**src/common/c64_loader_cfg.svh**
```systemverilog
//==================================================
// C64 loader configuration
// Widths, page-zero pointer values and timing
//==================================================
`ifndef C64_LOADER_CFG_SVH
`define C64_LOADER_CFG_SVH

// Bus widths
`define C64_ADDR_W 16
`define C64_DATA_W 8

// Page-zero pointer walk
`define C64_PTR_LAST 8'hFF
`define C64_BASIC_START_LO 8'h01
`define C64_BASIC_START_HI 8'h08

// RAM clear pass, kept short for simulation
`define C64_ERASE_LAST 16'h00FF
`define C64_ERASE_GAP 31

// Cycles per keystroke step
`define C64_KEY_STEP 16

// PS/2 set 2 scan codes
`define C64_KEY_R 8'h2D
`define C64_KEY_U 8'h3C
`define C64_KEY_N 8'h31
`define C64_KEY_RET 8'h5A

`endif

```
**src/common/c64_loader_pkg.sv**
```systemverilog
//==================================================
// C64 loader shared types
// Port structs and enums used across the loader
//==================================================
`include "c64_loader_cfg.svh"

package c64_loader_pkg;

	// Host download port
	typedef struct packed {
		logic download;
		logic wr;
		logic [7:0] index;
		logic [`C64_ADDR_W-1:0] addr;
		logic [`C64_DATA_W-1:0] data;
	} ioctl_t;

	// One RAM write in a free slot
	typedef struct packed {
		logic ce;
		logic [`C64_ADDR_W-1:0] addr;
		logic [`C64_DATA_W-1:0] data;
	} mem_wr_t;

	// Pending write of one source, held until granted
	typedef struct packed {
		logic req;
		logic [`C64_ADDR_W-1:0] addr;
		logic [`C64_DATA_W-1:0] data;
	} wr_req_t;

	// Keyboard word, strobe toggles per event
	typedef struct packed {
		logic strobe;
		logic pressed;
		logic ext;
		logic [7:0] code;
	} ps2_key_t;

	typedef enum logic [7:0] {
		IDX_BOOT_ROM = 8'd0,
		IDX_PRG = 8'd4
	} ioctl_index_e;

	typedef enum logic [1:0] {SRC_NONE, SRC_ERASE, SRC_INIT, SRC_PRG} wr_src_e;

	// Press steps land on odd codes
	typedef enum logic [3:0] {
		TYPE_IDLE, TYPE_R_DN, TYPE_R_UP, TYPE_U_DN, TYPE_U_UP,
		TYPE_N_DN, TYPE_N_UP, TYPE_RET_DN, TYPE_RET_UP
	} typer_step_e;

endpackage

```
**src/hdl/loader/prg_loader.sv**
```systemverilog
//==================================================
// PRG loader
// Takes the load address from the PRG header and
// requests one RAM write per data byte
//==================================================
`timescale 1ns/1ns
`include "c64_loader_cfg.svh"

module prg_loader (
	input  logic                      clk_sys,
	input  logic                      reset_n,
	input  c64_loader_pkg::ioctl_t    ioctl_i,
	input  logic                      grant_i,
	output c64_loader_pkg::wr_req_t   req_o,
	output logic                      wait_o,
	output logic [`C64_ADDR_W-1:0]    load_end_o,
	output logic                      load_done_o
);

	logic is_prg;
	logic download_d;
	logic end_pending;

	assign is_prg = (ioctl_i.index == c64_loader_pkg::IDX_PRG);

	// Host holds off while a byte is still waiting for its slot
	assign wait_o = req_o.req;

	always_ff @(posedge clk_sys) begin
		if (!reset_n) begin
			req_o.req <= 1'b0;
			download_d <= 1'b0;
			end_pending <= 1'b0;
			load_done_o <= 1'b0;
		end else begin
			download_d <= ioctl_i.download;
			load_done_o <= 1'b0;

			// Request address doubles as the running load pointer
			if (req_o.req && grant_i) begin
				req_o.req <= 1'b0;
				req_o.addr <= req_o.addr + 1'b1;
			end

			if (ioctl_i.download && ioctl_i.wr && is_prg) begin
				if (ioctl_i.addr == 16'd0) begin
					req_o.addr[7:0] <= ioctl_i.data;
					load_end_o[7:0] <= ioctl_i.data;
				end else if (ioctl_i.addr == 16'd1) begin
					req_o.addr[`C64_ADDR_W-1:8] <= ioctl_i.data;
					load_end_o[`C64_ADDR_W-1:8] <= ioctl_i.data;
				end else begin
					req_o.req <= 1'b1;
					req_o.data <= ioctl_i.data;
					load_end_o <= load_end_o + 1'b1;
				end
			end

			// Done only once the last byte has reached RAM
			if (download_d && !ioctl_i.download && is_prg)
				end_pending <= 1'b1;
			if (end_pending && !req_o.req) begin
				end_pending <= 1'b0;
				load_done_o <= 1'b1;
			end
		end
	end

endmodule

```
**src/hdl/loader/basic_ptr_init.sv**
```systemverilog
//==================================================
// BASIC pointer init
// Walks page zero after a load and writes the
// pointer block as BASIC LOAD would leave it
//==================================================
`timescale 1ns/1ns
`include "c64_loader_cfg.svh"

module basic_ptr_init (
	input  logic                      clk_sys,
	input  logic                      reset_n,
	input  logic                      start_i,
	input  logic [`C64_ADDR_W-1:0]    load_end_i,
	input  logic                      grant_i,
	output c64_loader_pkg::wr_req_t   req_o,
	output logic                      done_o
);

	logic active;
	logic [7:0] walk_addr;
	logic walk_last;
	logic ptr_hit;
	logic [`C64_DATA_W-1:0] ptr_data;

	assign walk_last = (walk_addr == `C64_PTR_LAST);

	always_comb begin
		ptr_hit = 1'b1;
		ptr_data = '0;
		case (walk_addr)
			// Text start, untouched by LOAD
			8'h2B: ptr_data = `C64_BASIC_START_LO;
			8'h2C: ptr_data = `C64_BASIC_START_HI;
			// Save start stays cleared
			8'hAC, 8'hAD: ptr_data = '0;
			// Variables, arrays, strings and load end all point past the program
			8'h2D, 8'h2F, 8'h31, 8'hAE: ptr_data = load_end_i[7:0];
			8'h2E, 8'h30, 8'h32, 8'hAF: ptr_data = load_end_i[`C64_ADDR_W-1:8];
			default: ptr_hit = 1'b0;
		endcase
	end

	always_ff @(posedge clk_sys) begin
		if (!reset_n) begin
			active <= 1'b0;
			req_o.req <= 1'b0;
			done_o <= 1'b0;
		end else begin
			done_o <= 1'b0;
			if (start_i && !active) begin
				active <= 1'b1;
				walk_addr <= '0;
			end else if (req_o.req) begin
				if (grant_i) begin
					req_o.req <= 1'b0;
					if (walk_last) begin
						active <= 1'b0;
						done_o <= 1'b1;
					end else
						walk_addr <= walk_addr + 1'b1;
				end
			end else if (active) begin
				// Non-pointer bytes are skipped, one per cycle
				if (ptr_hit) begin
					req_o.req <= 1'b1;
					req_o.addr <= {{(`C64_ADDR_W-8){1'b0}}, walk_addr};
					req_o.data <= ptr_data;
				end else if (walk_last) begin
					active <= 1'b0;
					done_o <= 1'b1;
				end else
					walk_addr <= walk_addr + 1'b1;
			end
		end
	end

endmodule

```
**src/hdl/ram_eraser.sv**
```systemverilog
//==================================================
// RAM eraser
// Paced clear pass with an address-derived fill
//==================================================
`timescale 1ns/1ns
`include "c64_loader_cfg.svh"

module ram_eraser (
	input  logic                      clk_sys,
	input  logic                      reset_n,
	input  logic                      erase_i,
	input  logic                      grant_i,
	output c64_loader_pkg::wr_req_t   req_o
);

	localparam int GAP_W = $clog2(`C64_ERASE_GAP + 1);

	logic active;
	logic [GAP_W-1:0] gap_cnt;

	always_ff @(posedge clk_sys) begin
		if (!reset_n) begin
			active <= 1'b0;
			gap_cnt <= '0;
			req_o.req <= 1'b0;
		end else if (erase_i && !active) begin
			active <= 1'b1;
			gap_cnt <= '0;
			req_o.addr <= '0;
		end else if (req_o.req) begin
			if (grant_i) begin
				req_o.req <= 1'b0;
				gap_cnt <= GAP_W'(`C64_ERASE_GAP);
				if (req_o.addr == `C64_ERASE_LAST)
					active <= 1'b0;
				else
					req_o.addr <= req_o.addr + 1'b1;
			end
		end else if (active) begin
			if (gap_cnt != '0)
				gap_cnt <= gap_cnt - 1'b1;
			else begin
				// Stripes of 64 bytes, like a powered-up C64 RAM
				req_o.req <= 1'b1;
				req_o.data <= {`C64_DATA_W{req_o.addr[6]}};
			end
		end
	end

endmodule

```
**src/hdl/io_slot_writer.sv**
```systemverilog
//==================================================
// IO slot writer
// Issues pending writes in free memory slots,
// erase first, then pointer init, then PRG data
//==================================================
`timescale 1ns/1ns
`include "c64_loader_cfg.svh"

module io_slot_writer (
	input  logic                      clk_sys,
	input  logic                      reset_n,
	input  logic                      io_cycle_i,
	input  c64_loader_pkg::wr_req_t   erase_req_i,
	input  c64_loader_pkg::wr_req_t   init_req_i,
	input  c64_loader_pkg::wr_req_t   prg_req_i,
	output c64_loader_pkg::mem_wr_t   mem_wr_o,
	output logic                      erase_grant_o,
	output logic                      init_grant_o,
	output logic                      prg_grant_o
);

	logic io_cycle_d;
	logic slot_fall;
	c64_loader_pkg::wr_src_e pick;
	c64_loader_pkg::wr_req_t sel_req;

	// Loader slot starts when the CPU side lets go of io_cycle
	assign slot_fall = io_cycle_d & ~io_cycle_i;

	always_comb begin
		pick = c64_loader_pkg::SRC_NONE;
		sel_req = prg_req_i;
		if (erase_req_i.req) begin
			pick = c64_loader_pkg::SRC_ERASE;
			sel_req = erase_req_i;
		end else if (init_req_i.req) begin
			pick = c64_loader_pkg::SRC_INIT;
			sel_req = init_req_i;
		end else if (prg_req_i.req)
			pick = c64_loader_pkg::SRC_PRG;
	end

	always_ff @(posedge clk_sys) begin
		if (!reset_n) begin
			io_cycle_d <= 1'b0;
			mem_wr_o.ce <= 1'b0;
			erase_grant_o <= 1'b0;
			init_grant_o <= 1'b0;
			prg_grant_o <= 1'b0;
		end else begin
			io_cycle_d <= io_cycle_i;
			mem_wr_o.ce <= 1'b0;
			erase_grant_o <= 1'b0;
			init_grant_o <= 1'b0;
			prg_grant_o <= 1'b0;
			// One write per slot, grant pulses with ce
			if (slot_fall && pick != c64_loader_pkg::SRC_NONE) begin
				mem_wr_o.ce <= 1'b1;
				mem_wr_o.addr <= sel_req.addr;
				mem_wr_o.data <= sel_req.data;
				erase_grant_o <= (pick == c64_loader_pkg::SRC_ERASE);
				init_grant_o <= (pick == c64_loader_pkg::SRC_INIT);
				prg_grant_o <= (pick == c64_loader_pkg::SRC_PRG);
			end
		end
	end

endmodule

```
**src/hdl/autorun_typer.sv**
```systemverilog
//==================================================
// Autorun typer
// Types RUN and RETURN into the keyboard stream
//==================================================
`timescale 1ns/1ns
`include "c64_loader_cfg.svh"

module autorun_typer (
	input  logic                      clk_sys,
	input  logic                      reset_n,
	input  logic                      start_i,
	input  c64_loader_pkg::ps2_key_t  ps2_key_i,
	output c64_loader_pkg::ps2_key_t  key_o
);

	localparam int STEP_W = $clog2(`C64_KEY_STEP);

	c64_loader_pkg::typer_step_e step;
	c64_loader_pkg::typer_step_e step_next;
	logic [STEP_W-1:0] step_cnt;
	logic [7:0] step_code;
	logic step_pressed;

	always_comb begin
		case (step)
			c64_loader_pkg::TYPE_R_DN, c64_loader_pkg::TYPE_R_UP: step_code = `C64_KEY_R;
			c64_loader_pkg::TYPE_U_DN, c64_loader_pkg::TYPE_U_UP: step_code = `C64_KEY_U;
			c64_loader_pkg::TYPE_N_DN, c64_loader_pkg::TYPE_N_UP: step_code = `C64_KEY_N;
			default: step_code = `C64_KEY_RET;
		endcase
	end

	assign step_pressed = step[0];
	assign step_next = (step == c64_loader_pkg::TYPE_RET_UP) ? c64_loader_pkg::TYPE_IDLE :
		c64_loader_pkg::typer_step_e'(step + 4'd1);

	always_ff @(posedge clk_sys) begin
		if (!reset_n) begin
			step <= c64_loader_pkg::TYPE_IDLE;
			step_cnt <= '0;
			key_o <= '0;
		end else if (start_i) begin
			step <= c64_loader_pkg::TYPE_R_DN;
			step_cnt <= '0;
		end else if (step == c64_loader_pkg::TYPE_IDLE)
			key_o <= ps2_key_i;
		else if (step_cnt == STEP_W'(`C64_KEY_STEP - 1)) begin
			// New key event, strobe flips
			step_cnt <= '0;
			step <= step_next;
			key_o.strobe <= ~key_o.strobe;
			key_o.pressed <= step_pressed;
			key_o.ext <= 1'b0;
			key_o.code <= step_code;
		end else
			step_cnt <= step_cnt + 1'b1;
	end

endmodule

```
**src/hdl/c64_loader_top.sv**
```systemverilog
//==================================================
// C64 loader top
// PRG load, pointer patch, RAM clear and autorun
//==================================================
`timescale 1ns/1ns
`include "c64_loader_cfg.svh"

module c64_loader_top (
	input  logic                      clk_sys,
	input  logic                      reset_n,
	input  c64_loader_pkg::ioctl_t    ioctl_i,
	input  logic                      io_cycle_i,
	input  logic                      erase_i,
	input  c64_loader_pkg::ps2_key_t  ps2_key_i,
	output c64_loader_pkg::mem_wr_t   mem_wr_o,
	output logic                      ioctl_wait_o,
	output c64_loader_pkg::ps2_key_t  key_o
);

	c64_loader_pkg::wr_req_t prg_req;
	c64_loader_pkg::wr_req_t init_req;
	c64_loader_pkg::wr_req_t erase_req;
	logic prg_grant;
	logic init_grant;
	logic erase_grant;
	logic [`C64_ADDR_W-1:0] load_end;
	logic load_done;
	logic init_done;

	//==================================================
	// Write sources
	//==================================================
	prg_loader loader0 (
		.clk_sys(clk_sys), .reset_n(reset_n), .ioctl_i(ioctl_i), .grant_i(prg_grant),
		.req_o(prg_req), .wait_o(ioctl_wait_o), .load_end_o(load_end),
		.load_done_o(load_done)
	);

	basic_ptr_init ptr_init0 (
		.clk_sys(clk_sys), .reset_n(reset_n), .start_i(load_done),
		.load_end_i(load_end), .grant_i(init_grant), .req_o(init_req), .done_o(init_done)
	);

	ram_eraser eraser0 (
		.clk_sys(clk_sys), .reset_n(reset_n), .erase_i(erase_i),
		.grant_i(erase_grant), .req_o(erase_req)
	);

	//==================================================
	// Slot arbitration and keyboard
	//==================================================
	io_slot_writer slot_writer0 (
		.clk_sys(clk_sys), .reset_n(reset_n), .io_cycle_i(io_cycle_i),
		.erase_req_i(erase_req), .init_req_i(init_req), .prg_req_i(prg_req),
		.mem_wr_o(mem_wr_o), .erase_grant_o(erase_grant), .init_grant_o(init_grant),
		.prg_grant_o(prg_grant)
	);

	autorun_typer typer0 (
		.clk_sys(clk_sys), .reset_n(reset_n), .start_i(init_done),
		.ps2_key_i(ps2_key_i), .key_o(key_o)
	);

endmodule

```
**config.mk**
```make
export PLATFORM = sky130hd
export DESIGN_NAME = c64_loader_top
export DESIGN_NICKNAME = d
export VERILOG_FILES = /design/src/common/c64_loader_pkg.sv /design/src/hdl/loader/prg_loader.sv /design/src/hdl/loader/basic_ptr_init.sv /design/src/hdl/ram_eraser.sv /design/src/hdl/io_slot_writer.sv /design/src/hdl/autorun_typer.sv /design/src/hdl/c64_loader_top.sv
export VERILOG_INCLUDE_DIRS = /design/src /design/src/common
export SDC_FILE = /design/constraint.sdc
export NUM_CORES = 1
export LEC_CHECK = 0
export ABC_CLOCK_PERIOD_IN_PS = 2800
export BUFFER_PORTS_ARGS = -buffer_cell sky130_fd_sc_hd__buf_2
export CAP_MARGIN = 20
export CORE_MARGIN = 5
export CORE_UTILIZATION = 55
export CTS_BUF_LIST = sky130_fd_sc_hd__clkbuf_2
export CTS_CLUSTER_SIZE = 12
export DETAILED_ROUTE_END_ITERATION = 10
export GPL_TIMING_DRIVEN = 0
export PLACE_DENSITY = 0.79
export SKIP_CTS_REPAIR_TIMING = 1
export SYNTH_ARGS = -nofsm -noshare
export SYNTH_HDL_FRONTEND = slang
export SYNTH_SLANG_ARGS = --single-unit
```
**constraint.sdc**
```tcl
create_clock -name clk_sys -period 2.8 [get_ports clk_sys]
set_clock_uncertainty 0.05 [all_clocks]
set_input_delay 0.7 -clock clk_sys [delete_from_list [all_inputs] [get_ports clk_sys]]
set_output_delay 0.7 -clock clk_sys [all_outputs]
set_load 0.02 [all_outputs]
```
## Yosys cells after proc, flatten, opt, wreduce, memory -nomap -nowiden

Cells that the tools add are included.

| cells by class | value |
|---|---|
| add/subtract/negate cells | 7 |
| equality and inequality tests | 34 |
| mux-type cells | 63 |
| bitwise gates (word level) | 13 |
| reduce and logical (&&, ||, !) cells | 49 |

Operator list:

| kind | number |
|---|---|
| two-way mux 25 bit | 4 |
| two-way mux 8 bit | 12 |
| equality test 8 x 6 -> 1 bit, second input constant | 8 |
| adder 16 x 1 -> 16 bit, second input constant | 3 |
| two-way mux 24 bit | 2 |
| equality test 8 bit, second input constant | 5 |
| two-way mux 17 bit | 2 |
| two-way mux 16 bit | 2 |
| case mux 8 bit (4 select lines) | 1 |
| two-way mux 1 bit | 27 |
| two-way mux 11 bit | 2 |
| case mux 7 bit (3 select lines) | 1 |
| two-way mux 5 bit | 4 |
| equality test 16 x 1 -> 1 bit, second input constant | 1 |
| equality test 16 x 8 -> 1 bit, second input constant | 1 |
| zero test 16 bit | 1 |
| nonzero test 2 bit | 8 |
| OR reduction 2 bit | 7 |
| equality test 4 x 3 -> 1 bit, second input constant | 3 |
| NOT 1 bit | 12 |
| AND reduction 3 bit | 4 |
| AND reduction 4 bit | 3 |
| OR reduction 12 bit | 1 |
| AND reduction 2 bit | 5 |
| other kinds (24) | 47 |

| storage, ports and cells | value |
|---|---|
| flip-flop bits (word level) | 143 |
| bits of input ports | 49 |
| output and inout bits | 37 |
| word-level logic and storage cells | 199 |

## Depth between registers and ports, before layout

Gate-level depths: netlist (run 1).

| depth | value |
|---|---|
| depth after elaboration | 7 |
| mapped depth | 9 |
| mapped depth without buffers | 7 |

## By module

From an unflattened synthesis (run 1), not the netlist that was laid out.

| unflattened totals | value |
|---|---|
| cells, all modules | 730 |
| area, all modules | 7657.3 µm² |

Modules (own cells, without submodules):

| module | instances | cells each | area an instance (µm²) | seq. area each (µm²) |
|---|---|---|---|---|
| prg_loader | 1 | 220 | 2411.1 | 1281.2 |
| basic_ptr_init | 1 | 137 | 1521.5 | 780.7 |
| io_slot_writer | 1 | 119 | 1412.6 | 820.8 |
| ram_eraser | 1 | 133 | 1293.7 | 650.6 |
| autorun_typer | 1 | 121 | 1018.5 | 380.4 |

## Worst setup path before layout (run 1)

No wires, ideal clock.

| path | value |
|---|---|
| path type | register -> register |
| start point | reg ptr_init0.req_o[24] in the netlist's numbering |
| end point | reg slot_writer0.mem_wr_o[0] (netlist name) |
| setup time | 413 ps |
| arrival | 2249 ps |
| data required time | 2337 ps |
| setup slack | 88 ps |
| stages on the path, launching flop included | 4 |
| buffers on the path | 1 |
| period minus slack after synthesis | 2712 ps |
| cells stage by stage | dfxtp_1 -> buf_1 -> nor2_1 -> a21oi_1 |

| between the ends | value |
|---|---|
| longest elaborated chain between the ends | 5 |

RTL lines:

| item | line | source |
|---|---|---|
| from (decl) | basic_ptr_init.sv:15 | `output c64_loader_pkg::wr_req_t req_o,` |
| two-way mux 2 bit | io_slot_writer.sv:36 | `end else if (init_req_i.req) begin` |
| two-way mux 2 bit | io_slot_writer.sv:33 | `if (erase_req_i.req) begin` |
| nonzero test 2 bit | io_slot_writer.sv:57 | `if (slot_fall && pick != c64_loader_pkg::SRC_NONE) begin` |
| logical AND 1 bit | io_slot_writer.sv:57 |  |
| AND reduction 2 bit (no line) | -- |  |

No other way between the ends.
A chain may end at the register's enable or synchronous reset.

## Worst setup path in the final report (run 1)

| path | value |
|---|---|
| start point | reg ptr_init0.walk_addr[0] |
| end point | reg ptr_init0.walk_addr[3], enable pin |

| between the ends | value |
|---|---|
| longest elaborated chain between the ends | 5 |
| elaborated cells on any way between the ends | 16 |
| classes of those cells | eq/ne: 13; mux: 1; reduce/logical: 2 |

RTL lines:

| item | line | source |
|---|---|---|
| from (decl) | basic_ptr_init.sv:20 | `logic [7:0] walk_addr;` |
| from (signal assigned) | basic_ptr_init.sv:60 | `walk_addr <= walk_addr + 1'b1;` |
| from (signal assigned) | basic_ptr_init.sv:72 | `walk_addr <= walk_addr + 1'b1;` |
| equality test 8 bit / equality test 8 x 6 -> 1 bit (equally long branches) | basic_ptr_init.sv:30 | `case (walk_addr)` |
| OR reduction 12 bit (no line) * | -- |  |
| two-way mux 1 bit * | basic_ptr_init.sv:30 |  |
| != test 3 x 2 -> 1 bit (no line) * | -- |  |
| AND reduction 4 bit (no line) * | -- |  |

Every way passes the cells marked *; elsewhere a longest branch is shown, timed or not.

==> results of run 1 <==
state kept, by name, summed over array words and instances (netlist names), 4 cells and up:
signal and cells:
eraser0.gap_cnt 5, eraser0.req_o 18, typer0.step_cnt 4, ptr_init0.req_o 17
slot_writer0.mem_wr_o 25, ptr_init0.walk_addr 8, loader0.load_end_o 16, loader0.req_o 24
typer0.step 4, typer0.key_o 11
metrics by stage:
stage	power, mW	std cells	hold WS (ps)	setup slack, ps
2_1_floorplan	2.52	674	389	88.5
3_3_place_gp	2.63	931	400	-1020
3_5_place_dp	2.64	933	411	-106
4_1_cts	3.87	964	69.9	-101
5_1_grt	3.99	965	76.3	60.9
6_report	3.85	965	133	158
metal layers:
layer | up-vias | share of wire | GRT usage
li1 | 2679 | - | -
met1 | 2645 | 0.41 | 0.258
met2 | 208 | 0.51 | 0.385
met3 | 35 | 0.059 | 0.0500
met4 | 0 | 0.024 | 0.0862
met5 | - | 0 | 0
cell families after synthesis:
| family | share of synthesized area |
|---|---|
| and+or+nand+nor | 0.203 |
| buffers and inverters | 0.0283 |
| adders and majority gates | 0.0245 |
| xor gates and xnor gates | 0.0587 |
| muxes | 0.0169 |
| AOI/OAI and AO/OA | 0.122 |
| DFF | 0.546 |
worst register-to-register path: stages, from the launching register on:
cell and delay, ps:
sky130_fd_sc_hd__edfxtp_1 550, sky130_fd_sc_hd__ha_1 310, sky130_fd_sc_hd__and2_4 160, sky130_fd_sc_hd__buf_6 120
sky130_fd_sc_hd__and3_1 180, sky130_fd_sc_hd__a31o_1 190, sky130_fd_sc_hd__buf_6 140, sky130_fd_sc_hd__a211oi_4 280
sky130_fd_sc_hd__a32o_2 370
power by group through the flow:
| stage | sequential [mW] | combinational (mW) | clock, mW |
|---|---|---|---|
| after detailed placement | 2.39 | 0.250 | 0 |
| after CTS | 2.34 | 0.251 | 1.27 |
| final | 2.34 | 0.252 | 1.25 |
| after floorplan | 2.40 | 0.127 | 0 |
| after global routing | 2.35 | 0.277 | 1.36 |
| after global placement | 2.39 | 0.240 | 0 |
cells in the final DEF (no fill, tap or decap), types with 15 or more instances in the layout:
master,n
sky130_fd_sc_hd__nand2_1,69
sky130_fd_sc_hd__xnor2_1,22
sky130_fd_sc_hd__xor2_1,26
sky130_fd_sc_hd__edfxtp_1,105
sky130_fd_sc_hd__a211oi_1,15
sky130_fd_sc_hd__and3_1,15
sky130_fd_sc_hd__a21oi_1,36
sky130_fd_sc_hd__buf_2,88
sky130_fd_sc_hd__clkbuf_2,17
sky130_fd_sc_hd__inv_1,15
sky130_fd_sc_hd__o21ai_0,21
sky130_fd_sc_hd__clkbuf_1,16
sky130_fd_sc_hd__nand3_1,28
sky130_fd_sc_hd__nand4_1,16
sky130_fd_sc_hd__nor2b_1,15
sky130_fd_sc_hd__nor2_1,76
sky130_fd_sc_hd__dfxtp_1,38
sky130_fd_sc_hd__o21ai_1,16
sky130_fd_sc_hd__a22o_1,15
worst max-delay path by stage:
| stage | startpoint | to | slack [ps] | cells after the start |
|---|---|---|---|---|
| after floorplan | ptr_init0.req_o[24]$_SDFFE_PN0N_ | slot_writer0.mem_wr_o[0]$_DFFE_PP_ | 90 | 3 |
| after global placement | reset_n | slot_writer0.mem_wr_o[23]$_DFFE_PP_ | -1020 | 4 |
| after detailed placement | reset_n | ptr_init0.req_o[5]$_DFFE_PP_ | -110 | 4 |
| after CTS | ptr_init0.walk_addr[6]$_SDFFCE_PP0P_ | ptr_init0.req_o[12]$_DFFE_PP_ | -100 | 5 |
| after global routing | ptr_init0.walk_addr[0]$_SDFFCE_PP0P_ | ptr_init0.walk_addr[1]$_SDFFCE_PP0P_ | 60 | 8 |
| final | ptr_init0.walk_addr[0]$_SDFFCE_PP0P_ | ptr_init0.walk_addr[3]$_SDFFCE_PP0P_ | 160 | 8 |
layout make-up:
| cell class | count | share of cell area |
|---|---|---|
| flip-flops and latches | 143 | 0.484 |
| multi-input cells | 487 | 0.377 |
| repair buffers | 88 | 0.0563 |
| well taps | 172 | 0.0266 |
| clock inverters | 14 | 0.0209 |
| plain buffers | 29 | 0.0181 |
| clock buffers | 17 | 0.0105 |
| inverters | 15 | 0.00696 |
==> out/qor.log, run 1 <==
[place] detailed placer's ending HPWL 12,100 um
[sta] share of the clock period used by the worst path after layout 0.943
[setup_path] reg2reg path depth 8
[status] status complete, no violations
[synth] most instantiated flip-flop cell in the synthesis netlist sky130_fd_sc_hd__edfxtp_1
[power_and_ir_drop] leakage power 2.93 nW
[synth] net count after synthesis 737
[floorplan] boundary pin count 86
[power_and_ir_drop] Switching Share 0.247
[cts] clock latency reported for the late side of the worst-skew pair 720 ps
[hold_path] Worst Hold Launch io_cycle_i
[synth] number of synthesized flops with an enable pin 105
[floorplan] Die Y-Extent 124 um
[hold_path] destination of the worst hold path slot_writer0.io_cycle_d$_SDFF_PN0_
[route] final antenna-violating net count 0
[cts] level count of the clock H-tree 4
[power_and_ir_drop] power share of the clock group 0.325
[final_layout] FF/Latch Area 3910 um2
[route] Via-to-Cell Ratio 5.77
[final_layout] Layout Area Growth over Synthesis 13.0%
[power_and_ir_drop] worst supply voltage drop on vdd 0.190 mV
[setup_path] longest individual stage delay on the worst path 550 ps
[hold_path] cell depth of the worst hold path 2
[setup_path] cell family with the largest share of critical-path delay compound AO/OA/AOI/OAI gates
[synth] mean area per synthesized cell 10.6 um2
[cts] TritonCTS clock tree built
[synth] Synth top area share 0.440
[route] post-route DRC violation count 0
[final_layout] antenna diode instance count 0
[global_route] pin count of the biggest net entering global routing 23
[sta] number of slew-limit violations in the final report 0
[cts] maximum clock path buffer count 2
[sta] minimum period implied by the final worst setup slack 2640 ps
[synth] number of instances in the synthesized netlist 674
[power_and_ir_drop] total power divided by cell area 475 nW/um2
[synth] Area contributors post-synth sky130_fd_sc_hd__edfxtp_1 44%, sky130_fd_sc_hd__dfxtp_1 11%, sky130_fd_sc_hd__nor2_1 4.0%
[power_and_ir_drop] cell-internal power 2.90 mW
[global_route] initial antenna violation count 0
[sta] RSZ-0062 raised after global routing false
[final_layout] number of fill cells in the layout 1,020
[setup_path] CP max-delay cell sky130_fd_sc_hd__edfxtp_1
[sta] total negative slack 0 ps
[global_route] number of global-route vias before repair 5,439
[sta] Slew HR 0.499
[route] WL per Instance 16.7 um
[route] first drt pass iteration count 5
[synth] total of warnings raised by yosys 0
[sta] Hold Vio Cnt, Final 0
[final_layout] fraction of final layout cells with drive strength greater than 1 0.187
[power_and_ir_drop] Net Sw Power 0.950 mW
[setup_path] library cell appearing most often on the critical path sky130_fd_sc_hd__buf_6
[route] via count 5,567
[cts] TritonCTS sink count 143
[setup_path] worst flop-to-flop path endpoint ptr_init0.walk_addr[3]$_SDFFCE_PP0P_
[sta] Worst-Margin Slew 748 ps
[final_layout] area of all placed cells without fillers 8090 um2
[floorplan] floorplan core area 12,700 um2
[floorplan] effective utilization at floorplan 0.565
[synth] most repeated cell in the gate-level netlist after synthesis sky130_fd_sc_hd__edfxtp_1
[place] gp weighted congestion 0.896
[sta] number of endpoints failing setup at the final stage 0
[synth] Synth Cell Area 7160 um2
[global_route] global-route wire length before repair 25,900 um
[cts] root buf cell sky130_fd_sc_hd__clkbuf_2
[floorplan] Placement Rows 41
[synth] Unique masters post-synth 64
[sta] Max Freq 379 MHz
[global_route] overall fraction of global-route tracks in use 0.218
[setup_path] signal arrival time at the worst endpoint 3020 ps
[setup_path] Crit Path Max Fanout 9
[place] area post-placement 7830 um2
[synth] cell taking the most area after synthesis sky130_fd_sc_hd__edfxtp_1
[synth] Synth async-reset ratio 0
[setup_path] Crit Path Class flip-flop to flip-flop
[floorplan] area of the die 15,400 um2
[floorplan] overall die width 124 um
[route] Routed WL 16,200 um
[cts] clock-pin slew on the worst setup and hold paths 210 ps
[global_route] GRT overflow 0
[power_and_ir_drop] power share of the combinational group 0.066
[run] Max Cap Viol 0
[setup_path] cells along the critical path ha_1, and2_4, buf_6, and3_1, a31o_1, buf_6, a211oi_4, a32o_2
[power_and_ir_drop] register share of total power 0.609
[synth] fraction of the yosys area taken by sequential cells 0.546
[final_layout] area of the multi-input gates 3050 um2
[place] number of port buffers 85
[setup_path] CP Buf/Inv Count 2
[cts] clock buffers created by TritonCTS 17
[final_layout] NumNets Final 844
[hold_path] path type of the worst min-delay path primary input to flip-flop
[setup_path] Register-to-Register Setup Slack 160 ps
[setup_path] Worst Path Required 3180 ps
[synth] list of most frequent post-synthesis cells 105 x sky130_fd_sc_hd__edfxtp_1, 76 x sky130_fd_sc_hd__nor2_1, 69 x sky130_fd_sc_hd__nand2_1
[synth] synthesized flop and latch total 143
[setup_path] launch point of the worst reg-to-reg path ptr_init0.walk_addr[0]$_SDFFCE_PP0P_
[setup_path] sort of element at the start of the critical path flip-flop
[setup_path] CP Capture Type flip-flop
[route] detailed router's first-iteration violation count 527
[final_layout] final core occ 0.639
Power figures use the tool's default switching activity.
==> run 2: changes to the inputs <==
--- a/config.mk
+++ b/config.mk
@@ -9,6 +9,7 @@
 export ABC_CLOCK_PERIOD_IN_PS = 2800
 export BUFFER_PORTS_ARGS = -buffer_cell sky130_fd_sc_hd__buf_2
 export CAP_MARGIN = 20
+export CORE_ASPECT_RATIO = 1.25
 export CORE_MARGIN = 5
 export CORE_UTILIZATION = 55
 export CTS_BUF_LIST = sky130_fd_sc_hd__clkbuf_2
==> out/qor.log, run 2 (synthesis results as in run 1) <==
[status] status complete, no violations
[final_layout] biggest registers after layout slot_writer0.mem_wr_o x25, loader0.req_o x24, eraser0.req_o x18
[cts] root buf cell sky130_fd_sc_hd__clkbuf_2
[hold_path] cell depth of the worst hold path 2
[final_layout] most common library cell in the layout ignoring fill and taps sky130_fd_sc_hd__edfxtp_1
[hold_path] path type of the worst min-delay path primary input to flip-flop
[hold_path] Worst Hold Launch io_cycle_i
[sta] RSZ-0062 raised after global routing false
[route] Via-to-Cell Ratio 5.77
[route] via count 5,546
[setup_path] reg2reg path depth 8
[hold_path] destination of the worst hold path slot_writer0.io_cycle_d$_SDFF_PN0_
[route] Routed WL 16,500 um
[route] post-route DRC violation count 0
[final_layout] antenna diode instance count 0
[global_route] overall fraction of global-route tracks in use 0.220
[setup_path] cells along the critical path ha_1, and2_4, buf_6, and3_1, a31o_1, buf_6, a211oi_4, a32o_2
[sta] Max Freq 379 MHz
[setup_path] Worst Path Required 3140 ps
[place] detailed placer's ending HPWL 12,300 um
[cts] TritonCTS clock tree built
[setup_path] signal arrival time at the worst endpoint 2980 ps
[floorplan] area of the die 15,400 um2
[route] final antenna-violating net count 0
[final_layout] NumNets Final 844
[sta] Slew HR 0.492
[final_layout] area of all placed cells without fillers 8090 um2
[global_route] initial antenna violation count 0
[final_layout] Layout Area Growth over Synthesis 13.0%
[power_and_ir_drop] worst supply voltage drop on vdd 0.229 mV
[setup_path] library cell appearing most often on the critical path sky130_fd_sc_hd__buf_6
[setup_path] longest individual stage delay on the worst path 540 ps
[global_route] GRT overflow 0
[final_layout] Layout Cells excl Fill 962
[floorplan] boundary pin count 86
[setup_path] worst flop-to-flop path endpoint ptr_init0.walk_addr[4]$_SDFFCE_PP0P_
[final_layout] Largest register FFs 25
[sta] Worst-Margin Slew 759 ps
[cts] level count of the clock H-tree 4
[power_and_ir_drop] leakage power 2.93 nW
[setup_path] CP Buf/Inv Count 2
[sta] Hold Vio Cnt, Final 0
[sta] number of endpoints failing setup at the final stage 0
[setup_path] launch point of the worst reg-to-reg path ptr_init0.walk_addr[0]$_SDFFCE_PP0P_
[route] first drt pass iteration count 5
[setup_path] Crit Path Class flip-flop to flip-flop
[floorplan] overall die width 112 um
[power_and_ir_drop] total power divided by cell area 476 nW/um2
[floorplan] Placement Rows 46
[floorplan] floorplan core area 12,700 um2
[final_layout] largest reg by FF count slot_writer0.mem_wr_o
[global_route] global-route wire length before repair 27,100 um
[cts] maximum clock path buffer count 2
[global_route] pin count of the biggest net entering global routing 23
[cts] clock-pin slew on the worst setup and hold paths 200 ps
[sta] minimum period implied by the final worst setup slack 2640 ps
[setup_path] CP max-delay cell sky130_fd_sc_hd__edfxtp_1
[setup_path] sort of element at the start of the critical path flip-flop
[route] WL per Instance 17.2 um
[setup_path] Crit Path Max Fanout 9
[cts] TritonCTS sink count 143
[sta] number of slew-limit violations in the final report 0
[place] area post-placement 7820 um2
[setup_path] cell family with the largest share of critical-path delay compound AO/OA/AOI/OAI gates
[sta] share of the clock period used by the worst path after layout 0.943
[setup_path] Register-to-Register Setup Slack 160 ps
[place] gp weighted congestion 0.908
[cts] clock latency reported for the late side of the worst-skew pair 680 ps
[global_route] number of global-route vias before repair 5,512
[setup_path] CP Capture Type flip-flop
[final_layout] commonest cells after routing, fill and taps aside 105 x sky130_fd_sc_hd__edfxtp_1, 88 x sky130_fd_sc_hd__buf_2, 76 x sky130_fd_sc_hd__nor2_1, 69 x sky130_fd_sc_hd__nand2_1, 38 x sky130_fd_sc_hd__dfxtp_1
[place] Inst Count DP 929
[place] number of port buffers 85
[run] Max Cap Viol 0
[cts] clock buffers created by TritonCTS 17
[floorplan] effective utilization at floorplan 0.563
[floorplan] Die Y-Extent 138 um
[route] detailed router's first-iteration violation count 337
[final_layout] fraction of final layout cells with drive strength greater than 1 0.188
==> run 2: worst max path at each step <==
| stage | start | endpoint | slack, ps | cells after the start |
|---|---|---|---|---|
| finish | ptr_init0.walk_addr[0]$_SDFFCE_PP0P_ | ptr_init0.walk_addr[4]$_SDFFCE_PP0P_ | 160 | 8 |
| global route | ptr_init0.walk_addr[0]$_SDFFCE_PP0P_ | ptr_init0.walk_addr[4]$_SDFFCE_PP0P_ | 90 | 8 |
| CTS | ptr_init0.walk_addr[6]$_SDFFCE_PP0P_ | ptr_init0.req_o[0]$_DFFE_PP_ | -180 | 5 |
| detailed placement | ptr_init0.walk_addr[6]$_SDFFCE_PP0P_ | ptr_init0.req_o[7]$_DFFE_PP_ | -140 | 5 |
| global placement | reset_n | slot_writer0.mem_wr_o[3]$_DFFE_PP_ | -940 | 4 |
| floorplan | ptr_init0.req_o[24]$_SDFFE_PN0N_ | slot_writer0.mem_wr_o[0]$_DFFE_PP_ | 90 | 3 |
==> run 2: through the flow <==
step | hold WS [ps] | utilization | setup TNS [ps] | setup WS [ps] | total power, mW
detailed placement | 399 | 0.615 | -3800 | -141 | 2.64
global route | 125 | 0.636 | 0 | 94.1 | 4.00
finish | 184 | 0.636 | 0 | 160 | 3.85
global placement | 402 | 0.613 | -27870 | -941 | 2.63
CTS | 120 | 0.635 | -2600 | -175 | 3.87
floorplan | 389 | - | 0 | 88.5 | 2.52
==> run 2: layout make-up <==
type                    count  area (um2)
repair buffers             88         455
multi-input cells         487        3050
plain buffers              29         146
well taps                 168         210
fillers                   997        4630
inverters                  15        56.3
clock inverters            14         168
flip-flops and latches    143        3910
clock buffers              18        90.1
==> run 2: metal layers <==
metal | track usage | vias to the layer above | part of all wire
li1 | - | 2691 | -
met1 | 0.256 | 2638 | 0.39
met2 | 0.404 | 188 | 0.53
met3 | 0.0488 | 29 | 0.057
met4 | 0.0708 | 0 | 0.020
met5 | 0 | - | 0
==> run 2: power breakdown <==
part           switching (mW)  internal [mW]
logic                   0.156         0.0980
registers              0.0355           2.31
clock network           0.762          0.495
total                   0.953           2.90
==> run 3: changes to the inputs <==
--- a/config.mk
+++ b/config.mk
@@ -17,6 +17,7 @@
 export DETAILED_ROUTE_END_ITERATION = 10
 export GPL_TIMING_DRIVEN = 0
 export PLACE_DENSITY = 0.79
+export SETUP_SLACK_MARGIN = 0.2
 export SKIP_CTS_REPAIR_TIMING = 1
 export SYNTH_ARGS = -nofsm -noshare
 export SYNTH_HDL_FRONTEND = slang
==> out/qor.log, run 3 (synthesis results as in run 1) <==
[setup_path] Crit Path Max Fanout 9
[sta] Worst-Margin Slew 820 ps
[global_route] pin count of the biggest net entering global routing 23
[setup_path] Worst Path Required 3160 ps
[final_layout] area of the multi-input gates 3070 um2
[sta] RSZ-0062 raised after global routing false
[route] Routed WL 16,800 um
[setup_path] signal arrival time at the worst endpoint 2900 ps
[sta] Hold Vio Cnt, Final 0
[cts] maximum clock path buffer count 2
[run] Max Cap Viol 0
[route] via count 5,596
[setup_path] longest individual stage delay on the worst path 520 ps
[power_and_ir_drop] power share of the combinational group 0.064
[power_and_ir_drop] Switching Share 0.249
[place] gp weighted congestion 0.945
[final_layout] FF/Latch Area 3910 um2
[cts] clock latency reported for the late side of the worst-skew pair 710 ps
[final_layout] number of fill cells in the layout 991
[final_layout] biggest registers after layout slot_writer0.mem_wr_o x25, loader0.req_o x24, eraser0.req_o x18
[final_layout] fraction of final layout cells with drive strength greater than 1 0.192
[place] detailed placer's ending HPWL 12,400 um
[global_route] overall fraction of global-route tracks in use 0.226
[route] Via-to-Cell Ratio 5.80
[power_and_ir_drop] total power divided by cell area 491 nW/um2
[floorplan] floorplan core area 12,700 um2
[sta] PnR worst setup slack 254 ps
[global_route] number of global-route vias before repair 5,826
[final_layout] final core occ 0.642
[power_and_ir_drop] worst supply voltage drop on vdd 0.360 mV
[route] final antenna-violating net count 0
[floorplan] boundary pin count 86
[place] number of port buffers 85
[setup_path] library cell appearing most often on the critical path sky130_fd_sc_hd__buf_6
[floorplan] Placement Rows 46
[sta] share of the clock period used by the worst path after layout 0.909
[sta] minimum period implied by the final worst setup slack 2550 ps
[cts] clock buffers created by TritonCTS 17
[setup_path] CP Capture Type flip-flop
[setup_path] CP max-delay cell sky130_fd_sc_hd__edfxtp_1
[route] WL per Instance 17.4 um
[final_layout] antenna diode instance count 0
[final_layout] largest reg by FF count slot_writer0.mem_wr_o
[setup_path] Crit Path Class flip-flop to flip-flop
[sta] Max Freq 393 MHz
[hold_path] path type of the worst min-delay path primary input to flip-flop
[final_layout] commonest cells after routing, fill and taps aside 105 x sky130_fd_sc_hd__edfxtp_1, 88 x sky130_fd_sc_hd__buf_2, 76 x sky130_fd_sc_hd__nor2_1, 69 x sky130_fd_sc_hd__nand2_1, 38 x sky130_fd_sc_hd__dfxtp_1
[final_layout] most common library cell in the layout ignoring fill and taps sky130_fd_sc_hd__edfxtp_1
[global_route] GRT overflow 0
[cts] clock-pin slew on the worst setup and hold paths 210 ps
[floorplan] effective utilization at floorplan 0.563
[place] post-placement worst setup slack -30.3 ps
[global_route] initial antenna violation count 0
[power_and_ir_drop] leakage power 2.98 nW
[final_layout] Largest register FFs 25
[route] first drt pass iteration count 5
[route] post-route DRC violation count 0
[route] detailed router's first-iteration violation count 414
[cts] TritonCTS clock tree built
[power_and_ir_drop] cell-internal power 3.01 mW
[floorplan] overall die width 112 um
[sta] number of slew-limit violations in the final report 0
[cts] TritonCTS sink count 143
[power_and_ir_drop] Net Sw Power 1.00 mW
[floorplan] Die Y-Extent 138 um
[setup_path] sort of element at the start of the critical path flip-flop
[final_layout] Layout Area Growth over Synthesis 14.1%
[power_and_ir_drop] power share of the clock group 0.351
[sta] number of endpoints failing setup at the final stage 0
[final_layout] NumNets Final 847
[sta] Slew HR 0.452
[setup_path] cells along the critical path ha_2, and2_4, buf_6, and3_1, a31o_1, buf_6, a211oi_4, a32o_2
[status] status complete, no violations
[power_and_ir_drop] register share of total power 0.585
[cts] root buf cell sky130_fd_sc_hd__clkbuf_2
[global_route] global-route wire length before repair 27,900 um
[cts] level count of the clock H-tree 4
[floorplan] area of the die 15,400 um2
==> run 3: changes by cell type in the layout (fill, tap and decap cells not counted), sizes merged <==
cell,delta
clkinvlp,-6
bufinv,+1
inv,+4
clkinv,+2
clkbuf,-1
buf,+3
==> run 3: final timing paths <==
kind / slack, ps / to / startpoint / cells after the start
setup reg to reg: 250 / ptr_init0.walk_addr[1]$_SDFFCE_PP0P_ / ptr_init0.walk_addr[0]$_SDFFCE_PP0P_ / 8
setup / recovery: 250 / ptr_init0.walk_addr[1]$_SDFFCE_PP0P_ / ptr_init0.walk_addr[0]$_SDFFCE_PP0P_ / 8
hold / removal: 180 / slot_writer0.io_cycle_d$_SDFF_PN0_ / io_cycle_i / 2
hold reg to reg: 430 / typer0.key_o[10]$_SDFFE_PN0P_ / typer0.key_o[10]$_SDFFE_PN0P_ / 2
==> run 3: critical path, delay by kind of cell (launching register included) <==
| family | cells | cell delay, ps |
|---|---|---|
| AOI/OAI and AO/OA | 3 | 840 |
| DFF | 1 | 520 |
| adders and majority gates | 1 | 260 |
| buffers and inverters | 2 | 270 |
| and+or+nand+nor | 2 | 320 |
==> run 3: metrics by stage <==
step                power (mW)  setup TNS, ps  hold slack, ps  area, um2  cells
finish                    4.01              0             180       8170    965
global placement          2.63         -11010             403       7800    927
detailed placement        2.64           -140             409       7840    930
CTS                       4.01              0             120       8130    962
global route              4.14              0             118       8170    965
floorplan                 2.52              0             389       7170    674
==> run 3: power by group through the flow <==
stage                     clock (mW)  sequential [mW]  combinational (mW)
after floorplan                    0             2.40               0.127
after global placement             0             2.39               0.241
after detailed placement           0             2.39               0.253
after CTS                       1.42             2.34               0.255
after global routing            1.51             2.35               0.280
final                           1.41             2.34               0.256
==> run 3: area by class of cell <==
cell class | count | area share
multi-input combinational | 487 | 0.375
inverter | 15 | 0.00689
sequential | 143 | 0.479
clock inverter | 15 | 0.0254
buffer | 29 | 0.0179
tap | 168 | 0.0257
timing repair buffer | 91 | 0.0594
clock buffer | 17 | 0.0104
==> run 3: metal layers <==
| metal | track usage | up-vias | wire length [um] |
|---|---|---|---|
| met4 | 0.0855 | 0 | 397 |
| met5 | 0 | - | 0 |
| met1 | 0.260 | 2649 | 6450 |
| met3 | 0.0453 | 42 | 993 |
| met2 | 0.415 | 213 | 8970 |
| li1 | - | 2692 | - |
